--- config.mk ---
export PLATFORM = sky130hd
export DESIGN_NAME = rename_unit
export DESIGN_NICKNAME = d
export VERILOG_FILES = /design/src/design/rename_pkg.sv /design/src/design/dispatch_stage.sv /design/src/design/free_list.sv /design/src/design/mapping_table.sv /design/src/design/rename_checkpoint.sv /design/src/design/rename_unit.sv
export SDC_FILE = /design/constraint.sdc
export NUM_CORES = 2
export LEC_CHECK = 0
export BUFFER_PORTS_ARGS = -buffer_cell sky130_fd_sc_hd__clkbuf_2
export CORE_MARGIN = 5
export CORE_UTILIZATION = 40
export DETAILED_ROUTE_END_ITERATION = 7
export SLEW_MARGIN = 20
export SYNTH_ARGS = -nofsm -noshare
export SYNTH_HDL_FRONTEND = slang
export SYNTH_SLANG_ARGS = --single-unit
export TNS_END_PERCENT = 100
--- constraint.sdc ---
create_clock -name clock -period 8.9 [get_ports clock]
set_input_delay 1.78 -clock clock [delete_from_list [all_inputs] [get_ports clock]]
set_output_delay 1.78 -clock clock [all_outputs]
set_load 0.01 [all_outputs]
--- src/design/rename_pkg.sv ---
/*
 * Rename package
 * Group and file sizes, register index types and the
 * state encoding of the dispatch register
 */
package rename_pkg;

  // Instructions renamed per group
  parameter int RENAME_WIDTH = 2;

  // Physical registers retired per cycle
  parameter int COMMIT_WIDTH = 2;

  // Integer register files
  parameter int ARF_SIZE = 32;
  parameter int PRF_SIZE = 64;

  // Branch checkpoints held by the rename stage
  parameter int CP_COUNT = 4;

  // Entries the dispatch queue grants after reset
  parameter int DISPATCH_CREDITS = 4;

  // Index widths follow the sizes above
  parameter int ARF_IDX_W = $clog2(ARF_SIZE);
  parameter int PRF_IDX_W = $clog2(PRF_SIZE);
  parameter int CP_IDX_W  = $clog2(CP_COUNT);

  // Architectural register index
  typedef logic [ARF_IDX_W-1:0] arf_idx_t;

  // Physical register index
  typedef logic [PRF_IDX_W-1:0] prf_idx_t;

  // Checkpoint tag
  typedef logic [CP_IDX_W-1:0] cp_idx_t;

  // Dispatch register occupancy
  typedef enum logic {
    SLOT_EMPTY,
    SLOT_FULL
  } slot_state_e;

endpackage

--- src/design/dispatch_stage.sv ---
/*
 * Dispatch stage
 * One-group output register; emits toward the dispatch queue
 * while credits remain
 */
`timescale 1ns/1ps

module dispatch_stage #(
  parameter int RENAME_WIDTH     = rename_pkg::RENAME_WIDTH,
  parameter int DISPATCH_CREDITS = rename_pkg::DISPATCH_CREDITS
) (
  input  logic                                      clock,
  input  logic                                      reset,

  input  logic                                      grp_valid,
  input  rename_pkg::prf_idx_t [RENAME_WIDTH-1:0]   prs1,
  input  rename_pkg::prf_idx_t [RENAME_WIDTH-1:0]   prs2,
  input  rename_pkg::prf_idx_t [RENAME_WIDTH-1:0]   prd,
  input  rename_pkg::prf_idx_t [RENAME_WIDTH-1:0]   prev_rd,
  input  logic [RENAME_WIDTH-1:0]                   rd_valid,
  input  logic                                      credit_return,
  output logic                                      slot_free,

  output logic                                      out_valid,
  output rename_pkg::prf_idx_t [RENAME_WIDTH-1:0]   out_prs1,
  output rename_pkg::prf_idx_t [RENAME_WIDTH-1:0]   out_prs2,
  output rename_pkg::prf_idx_t [RENAME_WIDTH-1:0]   out_prd,
  output rename_pkg::prf_idx_t [RENAME_WIDTH-1:0]   out_prev_rd,
  output logic [RENAME_WIDTH-1:0]                   out_rd_valid
);

  import rename_pkg::*;

  localparam int CREDIT_W = $clog2(DISPATCH_CREDITS + 1);

  slot_state_e          state_q;
  logic [CREDIT_W-1:0]  credit_q;

  assign out_valid = (state_q == SLOT_FULL) && (credit_q != '0);
  assign slot_free = (state_q == SLOT_EMPTY) || out_valid;

  always_ff @(posedge clock) begin
    if (reset) begin
      state_q <= SLOT_EMPTY;
    end else if (grp_valid) begin
      state_q <= SLOT_FULL;
    end else if (out_valid) begin
      state_q <= SLOT_EMPTY;
    end
  end

  // Payload only
  always_ff @(posedge clock) begin
    if (grp_valid) begin
      out_prs1     <= prs1;
      out_prs2     <= prs2;
      out_prd      <= prd;
      out_prev_rd  <= prev_rd;
      out_rd_valid <= rd_valid;
    end
  end

  // One credit per emit, one back per returned queue entry
  always_ff @(posedge clock) begin
    if (reset) begin
      credit_q <= CREDIT_W'(DISPATCH_CREDITS);
    end else begin
      case ({out_valid, credit_return})
        2'b10:   credit_q <= credit_q - 1'b1;
        2'b01:   credit_q <= credit_q + 1'b1;
        default: credit_q <= credit_q;
      endcase
    end
  end

endmodule

--- src/design/free_list.sv ---
/*
 * Free list
 * Bitmap of free physical registers; hands out the lowest free
 * entries in slot order and takes retirements and recovery masks
 */
`timescale 1ns/1ps

module free_list #(
  parameter int RENAME_WIDTH = rename_pkg::RENAME_WIDTH,
  parameter int COMMIT_WIDTH = rename_pkg::COMMIT_WIDTH,
  parameter int ARF_SIZE     = rename_pkg::ARF_SIZE,
  parameter int PRF_SIZE     = rename_pkg::PRF_SIZE
) (
  input  logic                                      clock,
  input  logic                                      reset,
  input  logic                                      advance,
  input  logic [RENAME_WIDTH-1:0]                   alloc_req,
  input  logic [COMMIT_WIDTH-1:0]                   retire_valid,
  input  rename_pkg::prf_idx_t [COMMIT_WIDTH-1:0]   retire_prf,
  input  logic                                      recover,
  input  logic [PRF_SIZE-1:0]                       prf_recover,
  output rename_pkg::prf_idx_t [RENAME_WIDTH-1:0]   alloc_prf,
  output logic                                      allocatable
);

  import rename_pkg::*;

  logic [PRF_SIZE-1:0] free_q;
  logic [PRF_SIZE-1:0] avail;
  logic [PRF_SIZE-1:0] free_next;
  logic                hit;
  logic                all_hit;

  // Each requesting slot claims the lowest entry still left
  always_comb begin
    avail   = free_q;
    all_hit = 1'b1;
    hit     = 1'b0;
    for (int i = 0; i < RENAME_WIDTH; i++) begin
      alloc_prf[i] = '0;
      hit          = 1'b0;
      if (alloc_req[i]) begin
        for (int j = 0; j < PRF_SIZE; j++) begin
          if (!hit && avail[j]) begin
            hit          = 1'b1;
            alloc_prf[i] = prf_idx_t'(j);
            avail[j]     = 1'b0;
          end
        end
        if (!hit) begin
          all_hit = 1'b0;
        end
      end
    end
    allocatable = all_hit;
  end

  // Claimed entries leave only on advance; retired ones come back
  always_comb begin
    free_next = advance ? avail : free_q;
    for (int k = 0; k < COMMIT_WIDTH; k++) begin
      if (retire_valid[k]) begin
        free_next[retire_prf[k]] = 1'b1;
      end
    end
  end

  always_ff @(posedge clock) begin
    if (reset) begin
      // Registers below ARF_SIZE hold the identity map
      for (int j = 0; j < PRF_SIZE; j++) begin
        free_q[j] <= (j >= ARF_SIZE);
      end
    end else if (recover) begin
      free_q <= prf_recover;
    end else begin
      free_q <= free_next;
    end
  end

endmodule

--- src/design/mapping_table.sv ---
/*
 * Rename stage
 * Architectural-to-physical map with in-group bypass, allocation
 * from the free list and branch checkpoints
 */
`timescale 1ns/1ps

module mapping_table #(
  parameter int RENAME_WIDTH = rename_pkg::RENAME_WIDTH,
  parameter int COMMIT_WIDTH = rename_pkg::COMMIT_WIDTH,
  parameter int ARF_SIZE     = rename_pkg::ARF_SIZE,
  parameter int PRF_SIZE     = rename_pkg::PRF_SIZE,
  parameter int CP_COUNT     = rename_pkg::CP_COUNT
) (
  input  logic                                      clock,
  input  logic                                      reset,

  input  logic                                      in_valid,
  input  rename_pkg::arf_idx_t [RENAME_WIDTH-1:0]   rs1,
  input  rename_pkg::arf_idx_t [RENAME_WIDTH-1:0]   rs2,
  input  rename_pkg::arf_idx_t [RENAME_WIDTH-1:0]   rd,
  input  logic [RENAME_WIDTH-1:0]                   rd_valid,
  input  logic                                      check,
  input  rename_pkg::cp_idx_t                       check_idx,

  input  logic                                      recover,
  input  rename_pkg::cp_idx_t                       recover_idx,
  input  logic [PRF_SIZE-1:0]                       prf_recover,

  input  logic [COMMIT_WIDTH-1:0]                   retire_valid,
  input  rename_pkg::prf_idx_t [COMMIT_WIDTH-1:0]   retire_prf,

  input  logic                                      slot_free,
  output logic                                      in_ready,

  output logic                                      grp_valid,
  output rename_pkg::prf_idx_t [RENAME_WIDTH-1:0]   prs1,
  output rename_pkg::prf_idx_t [RENAME_WIDTH-1:0]   prs2,
  output rename_pkg::prf_idx_t [RENAME_WIDTH-1:0]   prd,
  output rename_pkg::prf_idx_t [RENAME_WIDTH-1:0]   prev_rd
);

  import rename_pkg::*;

  prf_idx_t [ARF_SIZE-1:0]     map_q;
  prf_idx_t [ARF_SIZE-1:0]     map_next;
  prf_idx_t [ARF_SIZE-1:0]     cp_map;
  prf_idx_t [RENAME_WIDTH-1:0] alloc_prf;
  logic                        allocatable;
  logic                        advance;

  // Recovery wins over any transfer in the same cycle
  assign in_ready  = allocatable && slot_free && !recover;
  assign advance   = in_valid && in_ready;
  assign grp_valid = advance;

  free_list #(
    .RENAME_WIDTH (RENAME_WIDTH),
    .COMMIT_WIDTH (COMMIT_WIDTH),
    .ARF_SIZE     (ARF_SIZE),
    .PRF_SIZE     (PRF_SIZE)
  ) free_list0 (
    .clock        (clock),
    .reset        (reset),
    .advance      (advance),
    .alloc_req    (rd_valid),
    .retire_valid (retire_valid),
    .retire_prf   (retire_prf),
    .recover      (recover),
    .prf_recover  (prf_recover),
    .alloc_prf    (alloc_prf),
    .allocatable  (allocatable)
  );

  // Snapshot taken after the whole group, only when it transfers
  rename_checkpoint #(
    .ARF_SIZE    (ARF_SIZE),
    .CP_COUNT    (CP_COUNT)
  ) checkpoint0 (
    .clock       (clock),
    .reset       (reset),
    .check       (check && advance),
    .check_idx   (check_idx),
    .map_in      (map_next),
    .recover_idx (recover_idx),
    .map_out     (cp_map)
  );

  // Sources see earlier slots only, not their own destination
  always_comb begin
    map_next = map_q;
    for (int i = 0; i < RENAME_WIDTH; i++) begin
      prs1[i]    = map_next[rs1[i]];
      prs2[i]    = map_next[rs2[i]];
      prev_rd[i] = map_next[rd[i]];
      prd[i]     = '0;
      if (rd_valid[i]) begin
        prd[i]          = alloc_prf[i];
        map_next[rd[i]] = alloc_prf[i];
      end
    end
  end

  always_ff @(posedge clock) begin
    if (reset) begin
      for (int i = 0; i < ARF_SIZE; i++) begin
        map_q[i] <= prf_idx_t'(i);
      end
    end else if (recover) begin
      map_q <= cp_map;
    end else if (advance) begin
      map_q <= map_next;
    end
  end

endmodule

--- src/design/rename_checkpoint.sv ---
/*
 * Rename checkpoint store
 * One mapping table snapshot per checkpoint tag, written at a
 * branch and read back on a mispredict
 */
`timescale 1ns/1ps

module rename_checkpoint #(
  parameter int ARF_SIZE = rename_pkg::ARF_SIZE,
  parameter int CP_COUNT = rename_pkg::CP_COUNT
) (
  input  logic                                  clock,
  input  logic                                  reset,
  input  logic                                  check,
  input  rename_pkg::cp_idx_t                   check_idx,
  input  rename_pkg::prf_idx_t [ARF_SIZE-1:0]   map_in,
  input  rename_pkg::cp_idx_t                   recover_idx,
  output rename_pkg::prf_idx_t [ARF_SIZE-1:0]   map_out
);

  import rename_pkg::*;

  prf_idx_t [ARF_SIZE-1:0] snap [CP_COUNT];

  always_ff @(posedge clock) begin
    if (reset) begin
      for (int c = 0; c < CP_COUNT; c++) begin
        for (int i = 0; i < ARF_SIZE; i++) begin
          snap[c][i] <= prf_idx_t'(i);
        end
      end
    end else if (check) begin
      snap[check_idx] <= map_in;
    end
  end

  assign map_out = snap[recover_idx];

endmodule

--- src/design/rename_unit.sv ---
/*
 * Integer rename unit
 * Rename stage followed by the credit-controlled dispatch register
 */
`timescale 1ns/1ps

module rename_unit #(
  parameter int RENAME_WIDTH     = rename_pkg::RENAME_WIDTH,
  parameter int COMMIT_WIDTH     = rename_pkg::COMMIT_WIDTH,
  parameter int ARF_SIZE         = rename_pkg::ARF_SIZE,
  parameter int PRF_SIZE         = rename_pkg::PRF_SIZE,
  parameter int CP_COUNT         = rename_pkg::CP_COUNT,
  parameter int DISPATCH_CREDITS = rename_pkg::DISPATCH_CREDITS
) (
  input  logic                                      clock,
  input  logic                                      reset,

  input  logic                                      in_valid,
  input  rename_pkg::arf_idx_t [RENAME_WIDTH-1:0]   rs1,
  input  rename_pkg::arf_idx_t [RENAME_WIDTH-1:0]   rs2,
  input  rename_pkg::arf_idx_t [RENAME_WIDTH-1:0]   rd,
  input  logic [RENAME_WIDTH-1:0]                   rd_valid,
  input  logic                                      check,
  input  rename_pkg::cp_idx_t                       check_idx,
  output logic                                      in_ready,

  input  logic                                      recover,
  input  rename_pkg::cp_idx_t                       recover_idx,
  input  logic [PRF_SIZE-1:0]                       prf_recover,

  input  logic [COMMIT_WIDTH-1:0]                   retire_valid,
  input  rename_pkg::prf_idx_t [COMMIT_WIDTH-1:0]   retire_prf,

  output logic                                      out_valid,
  output rename_pkg::prf_idx_t [RENAME_WIDTH-1:0]   out_prs1,
  output rename_pkg::prf_idx_t [RENAME_WIDTH-1:0]   out_prs2,
  output rename_pkg::prf_idx_t [RENAME_WIDTH-1:0]   out_prd,
  output rename_pkg::prf_idx_t [RENAME_WIDTH-1:0]   out_prev_rd,
  output logic [RENAME_WIDTH-1:0]                   out_rd_valid,
  input  logic                                      credit_return
);

  import rename_pkg::*;

  logic                        grp_valid;
  logic                        slot_free;
  prf_idx_t [RENAME_WIDTH-1:0] ren_prs1;
  prf_idx_t [RENAME_WIDTH-1:0] ren_prs2;
  prf_idx_t [RENAME_WIDTH-1:0] ren_prd;
  prf_idx_t [RENAME_WIDTH-1:0] ren_prev_rd;

  mapping_table #(
    .RENAME_WIDTH (RENAME_WIDTH),
    .COMMIT_WIDTH (COMMIT_WIDTH),
    .ARF_SIZE     (ARF_SIZE),
    .PRF_SIZE     (PRF_SIZE),
    .CP_COUNT     (CP_COUNT)
  ) mapping_table0 (
    .clock        (clock),
    .reset        (reset),
    .in_valid     (in_valid),
    .rs1          (rs1),
    .rs2          (rs2),
    .rd           (rd),
    .rd_valid     (rd_valid),
    .check        (check),
    .check_idx    (check_idx),
    .recover      (recover),
    .recover_idx  (recover_idx),
    .prf_recover  (prf_recover),
    .retire_valid (retire_valid),
    .retire_prf   (retire_prf),
    .slot_free    (slot_free),
    .in_ready     (in_ready),
    .grp_valid    (grp_valid),
    .prs1         (ren_prs1),
    .prs2         (ren_prs2),
    .prd          (ren_prd),
    .prev_rd      (ren_prev_rd)
  );

  dispatch_stage #(
    .RENAME_WIDTH     (RENAME_WIDTH),
    .DISPATCH_CREDITS (DISPATCH_CREDITS)
  ) dispatch_stage0 (
    .clock         (clock),
    .reset         (reset),
    .grp_valid     (grp_valid),
    .prs1          (ren_prs1),
    .prs2          (ren_prs2),
    .prd           (ren_prd),
    .prev_rd       (ren_prev_rd),
    .rd_valid      (rd_valid),
    .credit_return (credit_return),
    .slot_free     (slot_free),
    .out_valid     (out_valid),
    .out_prs1      (out_prs1),
    .out_prs2      (out_prs2),
    .out_prd       (out_prd),
    .out_prev_rd   (out_prev_rd),
    .out_rd_valid  (out_rd_valid)
  );

endmodule

Word level (Yosys, flattened, before mapping)
Memory sizes are Yosys's and may differ from the RTL's.
Index checks and enable logic that the tools add are counted.
{"block": "totals", "reg_bits": 310, "mem_count": 1, "mem_bits_ro": 0, "inputBits": 120, "latchBits": 0, "mem_bits_rw": 768}
{"memory": "mapping_table0.checkpoint0.snap", "words": 4, "word_bits": 192, "read_ports": 1, "rd_clocked_by_memory_dff": 0, "write_ports": 4, "line": "rename_checkpoint.sv:23", "source": "prf_idx_t [ARF_SIZE-1:0] snap [CP_COUNT];"}
{"block": "op_classes", "muxes": 557, "n_mul": 0, "eq_ne": 2, "n_shift": 0, "bitwise": 3, "add_sub_neg": 2, "div_mod_pow": 0, "reduce_logical": 268, "order_cmp": 12}
{"cell": "$mux 192", "n": 5}
{"cell": "$mux 6", "n": 134}
{"cell": "$mux 1", "n": 398}
{"cell": "$bwmux 192", "n": 2}
{"cell": "$mux 64", "n": 6}
{"cell": "$reduce_or 192->1", "n": 1}
{"cell": "$bmux 6 s5", "n": 6}
{"cell": "$logic_and 1x1->1", "n": 135}
{"cell": "$or 64x64->64", "n": 2}
{"cell": "$logic_not 1->1", "n": 127}
{"cell": "$demux 6 s5", "n": 2}
{"cell": "$lt 5x6->1 const B", "n": 6}
{"cell": "$lt 6x7->1 const B", "n": 2}
{"cell": "$demux 1 s6", "n": 2}
{"cell": "$ge 6x1->1 const B", "n": 2}
{"cell": "$ge 5x1->1 const B", "n": 2}
{"cell": "$pmux 3 s2", "n": 1}
{"cell": "$reduce_bool 2->1", "n": 3}
{"cell": "$add 3x1->3 const B", "n": 1}
{"cell": "$reduce_bool 3->1", "n": 1}
{"cell": "$sub 3x1->3 const B", "n": 1}
{"cell": "$eq 2x1->1 const B", "n": 1}
{"cell": "$eq 2x2->1 const B", "n": 1}
{"cell": "$mux 2", "n": 1}
{"cell": "2 further kinds", "n": 2}

Longest topological paths before layout
{"block": "depth", "depth_word": 519, "mapped_depth": 17}

Cells and area by module
Synthesis repeated with hierarchy kept, for this count alone.
{"block": "unflattened", "cells_unflattened": 6225, "area_unflattened_um2": 65531.6}
{"module": "rename_checkpoint", "cells_per_inst": 2103, "instances": 1, "area_each_um2": 33055.5}
{"module": "mapping_table", "cells_per_inst": 2840, "instances": 1, "area_each_um2": 22560.4}
{"module": "free_list", "cells_per_inst": 1211, "instances": 1, "area_each_um2": 8216.6}
{"module": "dispatch_stage", "cells_per_inst": 71, "instances": 1, "area_each_um2": 1699.1}

Worst setup path before layout
Ideal clock, no wire load.
{"block": "synth_timing", "path_kind": "input to register", "from": "input port rd_valid[0]", "to": "memory mapping_table0.checkpoint0.snap[0][0] (netlist bit) (enable)", "arrival_time_ps": 7887, "n_path_buf": 4, "setup_time_ps": 1551, "t_required_ps": 7349, "stages": 13, "setup_slack_ps": -538, "cell_sequence": "or3b_1 -> nor2_1 -> nand3_1 -> or4_1 -> a211o_1 -> buf_4 -> nor4_4 -> a21o_2 -> or4_1 -> buf_2 -> buf_2 -> buf_2 -> nand2_1"}
{"item": "start: declaration", "line": "rename_unit.sv:22", "source": "input logic [RENAME_WIDTH-1:0] rd_valid,"}
{"item": "end: declaration", "line": "rename_checkpoint.sv:23"}

Final worst setup path
{"block": "layout_timing", "from": "input port rd_valid[0]", "to": "output port in_ready"}
{"block": "layout_via", "elab_chain_len": 259, "word_cells_on_any_way": 260}
{"item": "$mux 64", "line": "free_list.sv:42", "source": "if (alloc_req[i]) begin"}
{"item": "$mux 1", "line": "free_list.sv:44", "source": "if (!hit && avail[j]) begin"}
{"item": "$mux 1", "line": "free_list.sv:42"}
{"item": "$logic_not 1->1", "line": "free_list.sv:44"}
{"item": "$logic_and 1x1->1", "line": "free_list.sv:44"}
{"item": "$mux 1", "line": "free_list.sv:44"}
{"item": "$mux 1", "line": "free_list.sv:42"}
{"item": "$logic_not 1->1", "line": "free_list.sv:44"}
{"item": "[242 not listed]"}
{"item": "$mux 1", "line": "free_list.sv:42"}
{"item": "$logic_not 1->1", "line": "free_list.sv:44"}
{"item": "$logic_and 1x1->1", "line": "free_list.sv:44"}
{"item": "$mux 1", "line": "free_list.sv:44"}
{"item": "$mux 1", "line": "free_list.sv:42"}
{"item": "$mux 1", "line": "free_list.sv:50", "source": "if (!hit) begin"}
{"item": "$mux 1 (*)", "line": "free_list.sv:42"}
{"item": "$logic_and 1x1->1 (*) (2 in a row)", "line": "mapping_table.sv:53", "source": "assign in_ready = allocatable && slot_free && !recover;"}
{"item": "end: declaration", "line": "rename_unit.sv:25", "source": "output logic in_ready,"}
Every way passes the cells marked *; elsewhere a longest branch is shown, timed or not. The select of a mux whose other input is x is not followed.

==> impl_table.tex <==
\begin{tabular}{lr}
\hline
Metric & Value \\
\hline
\multicolumn{2}{l}{\textbf{Clock tree}} \\
\quad TritonCTS clock tree & done \\
\quad Sink count of the clock tree & 1078 \\
\quad CTS root buffer & sky130\_fd\_sc\_hd\_\_clkbuf\_16 \\
\quad Cts-stage hold buffer count & 0 \\
\quad Post-cts repair resize count & 0 \\
\quad Clock buffer count from CTS & 116 \\
\quad CTS clk-pin slew, worst paths & 70 ps \\
\quad Setup Buffers After CTS & 0 \\
\quad Clock latency of the later-clocked register in the worst-skew pair & 780 ps \\
\quad Maximum buffer depth of the clock tree & 3 \\
\quad H-tree level count & 3 \\
\multicolumn{2}{l}{\textbf{Hold path}} \\
\quad Min-delay worst type & flop to flop \\
\quad Min-Delay Path Depth & 2 \\
\quad Critical hold path startpoint & dispatch\_stage0.credit\_q[2] \\
\quad Hold path endpoint & dispatch\_stage0.credit\_q[2] \\
\multicolumn{2}{l}{\textbf{Timing}} \\
\quad Shortest period the worst path allows & 7243 ps \\
\quad Final Hold Viols & 0 \\
\quad Count of final max-slew check failures & 0 \\
\quad Worst Max-Slew Pin Slew & 1327 ps \\
\quad Endpoints failing setup & 0 \\
\quad Post-Route Setup TNS & 0 ps \\
\quad RSZ-0062 raised after global routing & no \\
\quad Max Clock Skew & 38.32 ps \\
\quad Final period utilization & 81.39\% \\
\quad Worst slew margin relative to its limit & 11.21\% \\
\quad Highest attainable clock frequency & 0.1381 GHz \\
\multicolumn{2}{l}{\textbf{Final layout}} \\
\quad Layout overhead on the synthesized area & 10.68\% \\
\quad Post-route non-filler standard cell count & 8276 \\
\quad Final-stage net count & 6214 \\
\quad Post-route design area & 70580 um2 \\
\quad Proportion of layout cells with a drive suffix above 1 & 18.15\% \\
\multicolumn{2}{l}{\textbf{Global route}} \\
\quad Global-route total usage across every layer & 34.49\% \\
\quad Antenna violations before repair & 15 \\
\quad Pin count of the biggest net entering global routing & 172 \\
\quad Via count of the first global-routing pass & 52689 \\
\quad Wire length of the first global-routing pass & 416700 um \\
\quad Global route overflow & 0 \\
\multicolumn{2}{l}{\textbf{Setup path}} \\
\quad Worst reg2reg startpoint & mapping\_table0.free\_list0.free\_q[16] \\
\quad Critical path data arrival time & 5460 ps \\
\quad Flop-to-flop setup slack & 2100 ps \\
\quad CP Max Fanout & 25 \\
\quad CP startpoint kind & primary input \\
\quad Critical Setup Path Class & primary input to output pin \\
\quad Req. time, crit path & 7120 ps \\
\quad Reg2reg path depth & 11 \\
\quad RR Endpoint & mapping\_table0.checkpoint0.snap[1][62] \\
\quad Worst setup EP type & output pin \\
\multicolumn{2}{l}{\textbf{Power}} \\
\quad Leak & 0.02210 uW \\
\quad Switching share of power & 30.38\% \\
\quad Internal Power & 9134 uW \\
\quad Clock network fraction of total power & 38.4\% \\
\quad Reg power frac & 44.3\% \\
\quad P\_sw & 3985 uW \\
\quad Combinational group share of total power & 17.3\% \\
\quad VDD IR max & 0.1608 mV \\
\quad Power Dens Cells & 185.9 nW/um2 \\
\multicolumn{2}{l}{\textbf{Yosys}} \\
\quad Primary flip-flop cell chosen by synthesis mapping & sky130\_fd\_sc\_hd\_\_edfxtp\_1 \\
\quad Total standard cell area after synthesis & 63760 um2 \\
\quad Synth unique cells & 103 \\
\quad Mean instance size in the synthesized netlist & 10.30 um2 \\
\quad Syn. warnings & 0 \\
\quad Post-synthesis net count & 6310 \\
\quad Share of Yosys cell area claimed by the top area cell type & 38.52\% \\
\quad Sequential share of the synthesized area & 46.69\% \\
\quad Count of flip-flops with a built-in enable after synthesis & 818 \\
\quad Gate Count Post-Synth & 6188 \\
\quad Cell types with the highest counts after synthesis & sky130\_fd\_sc\_hd\_\_nor2\_1 (1136), sky130\_fd\_sc\_hd\_\_edfxtp\_1 (818), sky130\_fd\_sc\_hd\_\_nand2\_1 (536) \\
\quad Leading cell type by number of instances after synthesis & sky130\_fd\_sc\_hd\_\_nor2\_1 \\
\quad Top post-synthesis cells by area & sky130\_fd\_sc\_hd\_\_edfxtp\_1 (39\%), sky130\_fd\_sc\_hd\_\_mux4\_2 (14\%), sky130\_fd\_sc\_hd\_\_dfxtp\_1 (8.2\%) \\
\quad Total of flip-flops plus latches after synthesis & 1078 \\
\quad Cell type contributing the most total cell area after synthesis & sky130\_fd\_sc\_hd\_\_edfxtp\_1 \\
\quad Asr flop ratio synth & 0\% \\
\multicolumn{2}{l}{\textbf{Drt}} \\
\quad DRT antenna net count & 0 \\
\quad Average wire length per cell after detail routing & 36.09 um \\
\quad Wire length after detailed routing & 298700 um \\
\quad Via count & 56297 \\
\quad DRC & 0 \\
\quad Vias/cell & 6.802 \\
\quad Detailed Routing Iterations Pass 1 & 6 \\
\quad Initial DRC Count & 9059 \\
\multicolumn{2}{l}{\textbf{Place}} \\
\quad Count of port buffers added during placement & 171 \\
\quad Placed standard-cell area & 66660 um2 \\
\quad \# placed instances & 8046 \\
\quad Post-DP HPWL & 207900 um \\
\quad Weighted congestion at the end of routability-driven global placement & 1.054 \\
\multicolumn{2}{l}{\textbf{Floorplanning}} \\
\quad Starting density of the core & 40.26\% \\
\quad Site row count & 146 \\
\quad Number of ports placed on the die boundary & 172 \\
\quad Floorplan die area & 167500 um2 \\
\quad Die boundary height & 409.3 um \\
\quad Die Span X & 409.3 um \\
\quad Core area & 158400 um2 \\
\multicolumn{2}{l}{\textbf{Outcome}} \\
\quad Result of the run & finished, final reports clean \\
\multicolumn{2}{l}{\textbf{Job}} \\
\quad Max-cap violation count & 0 \\
\hline
\end{tabular}
## state kept, by name (all words and copies together), names as in the netlist, 3 cells and up
| register | flops |
|---|---|
| mapping_table0.free_list0.free_q | 64 |
| mapping_table0.map_q | 192 |
| dispatch_stage0.out_prd | 12 |
| dispatch_stage0.out_prs2 | 12 |
| dispatch_stage0.out_prev_rd | 12 |
| dispatch_stage0.out_prs1 | 12 |
| mapping_table0.checkpoint0.snap | 768 |
| dispatch_stage0.credit_q | 3 |
## metrics by stage
stage | setup slack [ps] | utilization [%] | power (uW) | hold WS, ps
floorplan | 1421 | - | 7157 | 455.1
global placement | 1550 | 42.08 | 8081 | 489.2
detailed placement | 1413 | 42.09 | 8092 | 508.2
CTS | 1747 | 44.54 | 13080 | 517.8
global route | 1538 | 44.55 | 13460 | 539.9
finish | 1657 | 44.56 | 13120 | 518.5
## critical path, stage by stage
cell and delay, ps:
sky130_fd_sc_hd__clkbuf_2 120, sky130_fd_sc_hd__buf_4 360, sky130_fd_sc_hd__or3b_1 470, sky130_fd_sc_hd__nor2_1 380
sky130_fd_sc_hd__nand3_1 260, sky130_fd_sc_hd__or4_1 560, sky130_fd_sc_hd__a211o_1 530, sky130_fd_sc_hd__nor4_4 500
sky130_fd_sc_hd__a21boi_0 280, sky130_fd_sc_hd__clkbuf_2 200
## worst max path at each step
stage               cells after the start                                      end  slack (ps)        start
floorplan                              14    mapping_table0.checkpoint0.snap[3][0]        1420  rd_valid[0]
global placement                       13  mapping_table0.checkpoint0.snap[1][144]        1550  rd_valid[0]
detailed placement                     13  mapping_table0.checkpoint0.snap[1][144]        1410  rd_valid[0]
CTS                                     9                                 in_ready        1750  rd_valid[0]
global route                           10                                 in_ready        1540  rd_valid[0]
finish                                 10                                 in_ready        1660  rd_valid[0]
## final cells by class
class,count,area [um2]
flip-flops and latches,1078,29770
clock inverters,61,698.2
fillers,14929,87800
clock buffers,158,3182
inverters,68,272.8
diodes,11,27.53
repair buffers,350,2406
multi-input cells,4478,31630
well taps,2072,2592
## kinds of logic (layout without fill, tap and decap cells)
family                   after synthesis  in the layout  synth area share [%]
AO/OA/AOI/OAI                       1522           1522                 15.43
buffers and inverters                632            637                 4.111
XOR/XNOR                              13             13                0.1786
flip-flops                          1078           1078                 46.69
multiplexers                         591            591                 17.09
other                                  0             11                     0
AND/OR/NAND/NOR                     2331           2331                 16.16
adder cells (fa/ha/maj)               21             21                0.3493
## cells in the final DEF, fill, tap and decap left out, types with 17 or more instances in the layout
master	netlist	layout
sky130_fd_sc_hd__maj3_1	19	19
sky130_fd_sc_hd__o21ai_0	206	206
sky130_fd_sc_hd__clkbuf_2	0	163
sky130_fd_sc_hd__a21oi_1	501	501
sky130_fd_sc_hd__nand2b_1	27	27
sky130_fd_sc_hd__mux2i_1	149	148
sky130_fd_sc_hd__a211oi_1	109	109
sky130_fd_sc_hd__clkinv_2	0	20
sky130_fd_sc_hd__o211ai_1	64	64
sky130_fd_sc_hd__a22o_1	21	21
sky130_fd_sc_hd__nor3_1	111	106
sky130_fd_sc_hd__dfxtp_1	260	260
sky130_fd_sc_hd__nor4_1	38	36
sky130_fd_sc_hd__buf_4	7	169
sky130_fd_sc_hd__o22ai_1	89	89
sky130_fd_sc_hd__o221ai_1	41	41
sky130_fd_sc_hd__nor2_1	1136	1119
sky130_fd_sc_hd__nand4_1	53	53
sky130_fd_sc_hd__mux4_2	391	391
sky130_fd_sc_hd__clkbuf_1	395	31
sky130_fd_sc_hd__clkbuf_16	0	117
sky130_fd_sc_hd__a22oi_1	70	70
sky130_fd_sc_hd__or2_2	33	33
sky130_fd_sc_hd__a221oi_1	46	46
sky130_fd_sc_hd__and2_1	66	66
sky130_fd_sc_hd__edfxtp_1	818	818
sky130_fd_sc_hd__nand3_1	159	158
sky130_fd_sc_hd__or4_1	22	20
sky130_fd_sc_hd__nor2_2	0	17
sky130_fd_sc_hd__o21ai_1	21	20
sky130_fd_sc_hd__or3_1	26	24
sky130_fd_sc_hd__nor2b_1	21	21
sky130_fd_sc_hd__and3_1	42	42
sky130_fd_sc_hd__nand2_1	536	529
sky130_fd_sc_hd__mux2_2	42	42
sky130_fd_sc_hd__a21o_1	40	40
sky130_fd_sc_hd__a31oi_1	91	90
sky130_fd_sc_hd__inv_1	62	61
## power groups by stage
stage | combinational (uW) | sequential, uW | clock [uW]
after global routing | 2340 | 5830 | 5290
final | 2270 | 5820 | 5030
after CTS | 2190 | 5800 | 5080
after floorplan | 1360 | 5800 | 0
after global placement | 2180 | 5900 | 0
after detailed placement | 2180 | 5910 | 0
## per-layer routing
metal  routed length [um]  vias up  track usage (%)
li1                     -    23339                -
met1               114800    28137            46.24
met2               129800     4014            51.46
met3                32940      801            8.289
met4                21000        6            19.27
met5                   46        -                0
Power figures use the tool's default switching activity.
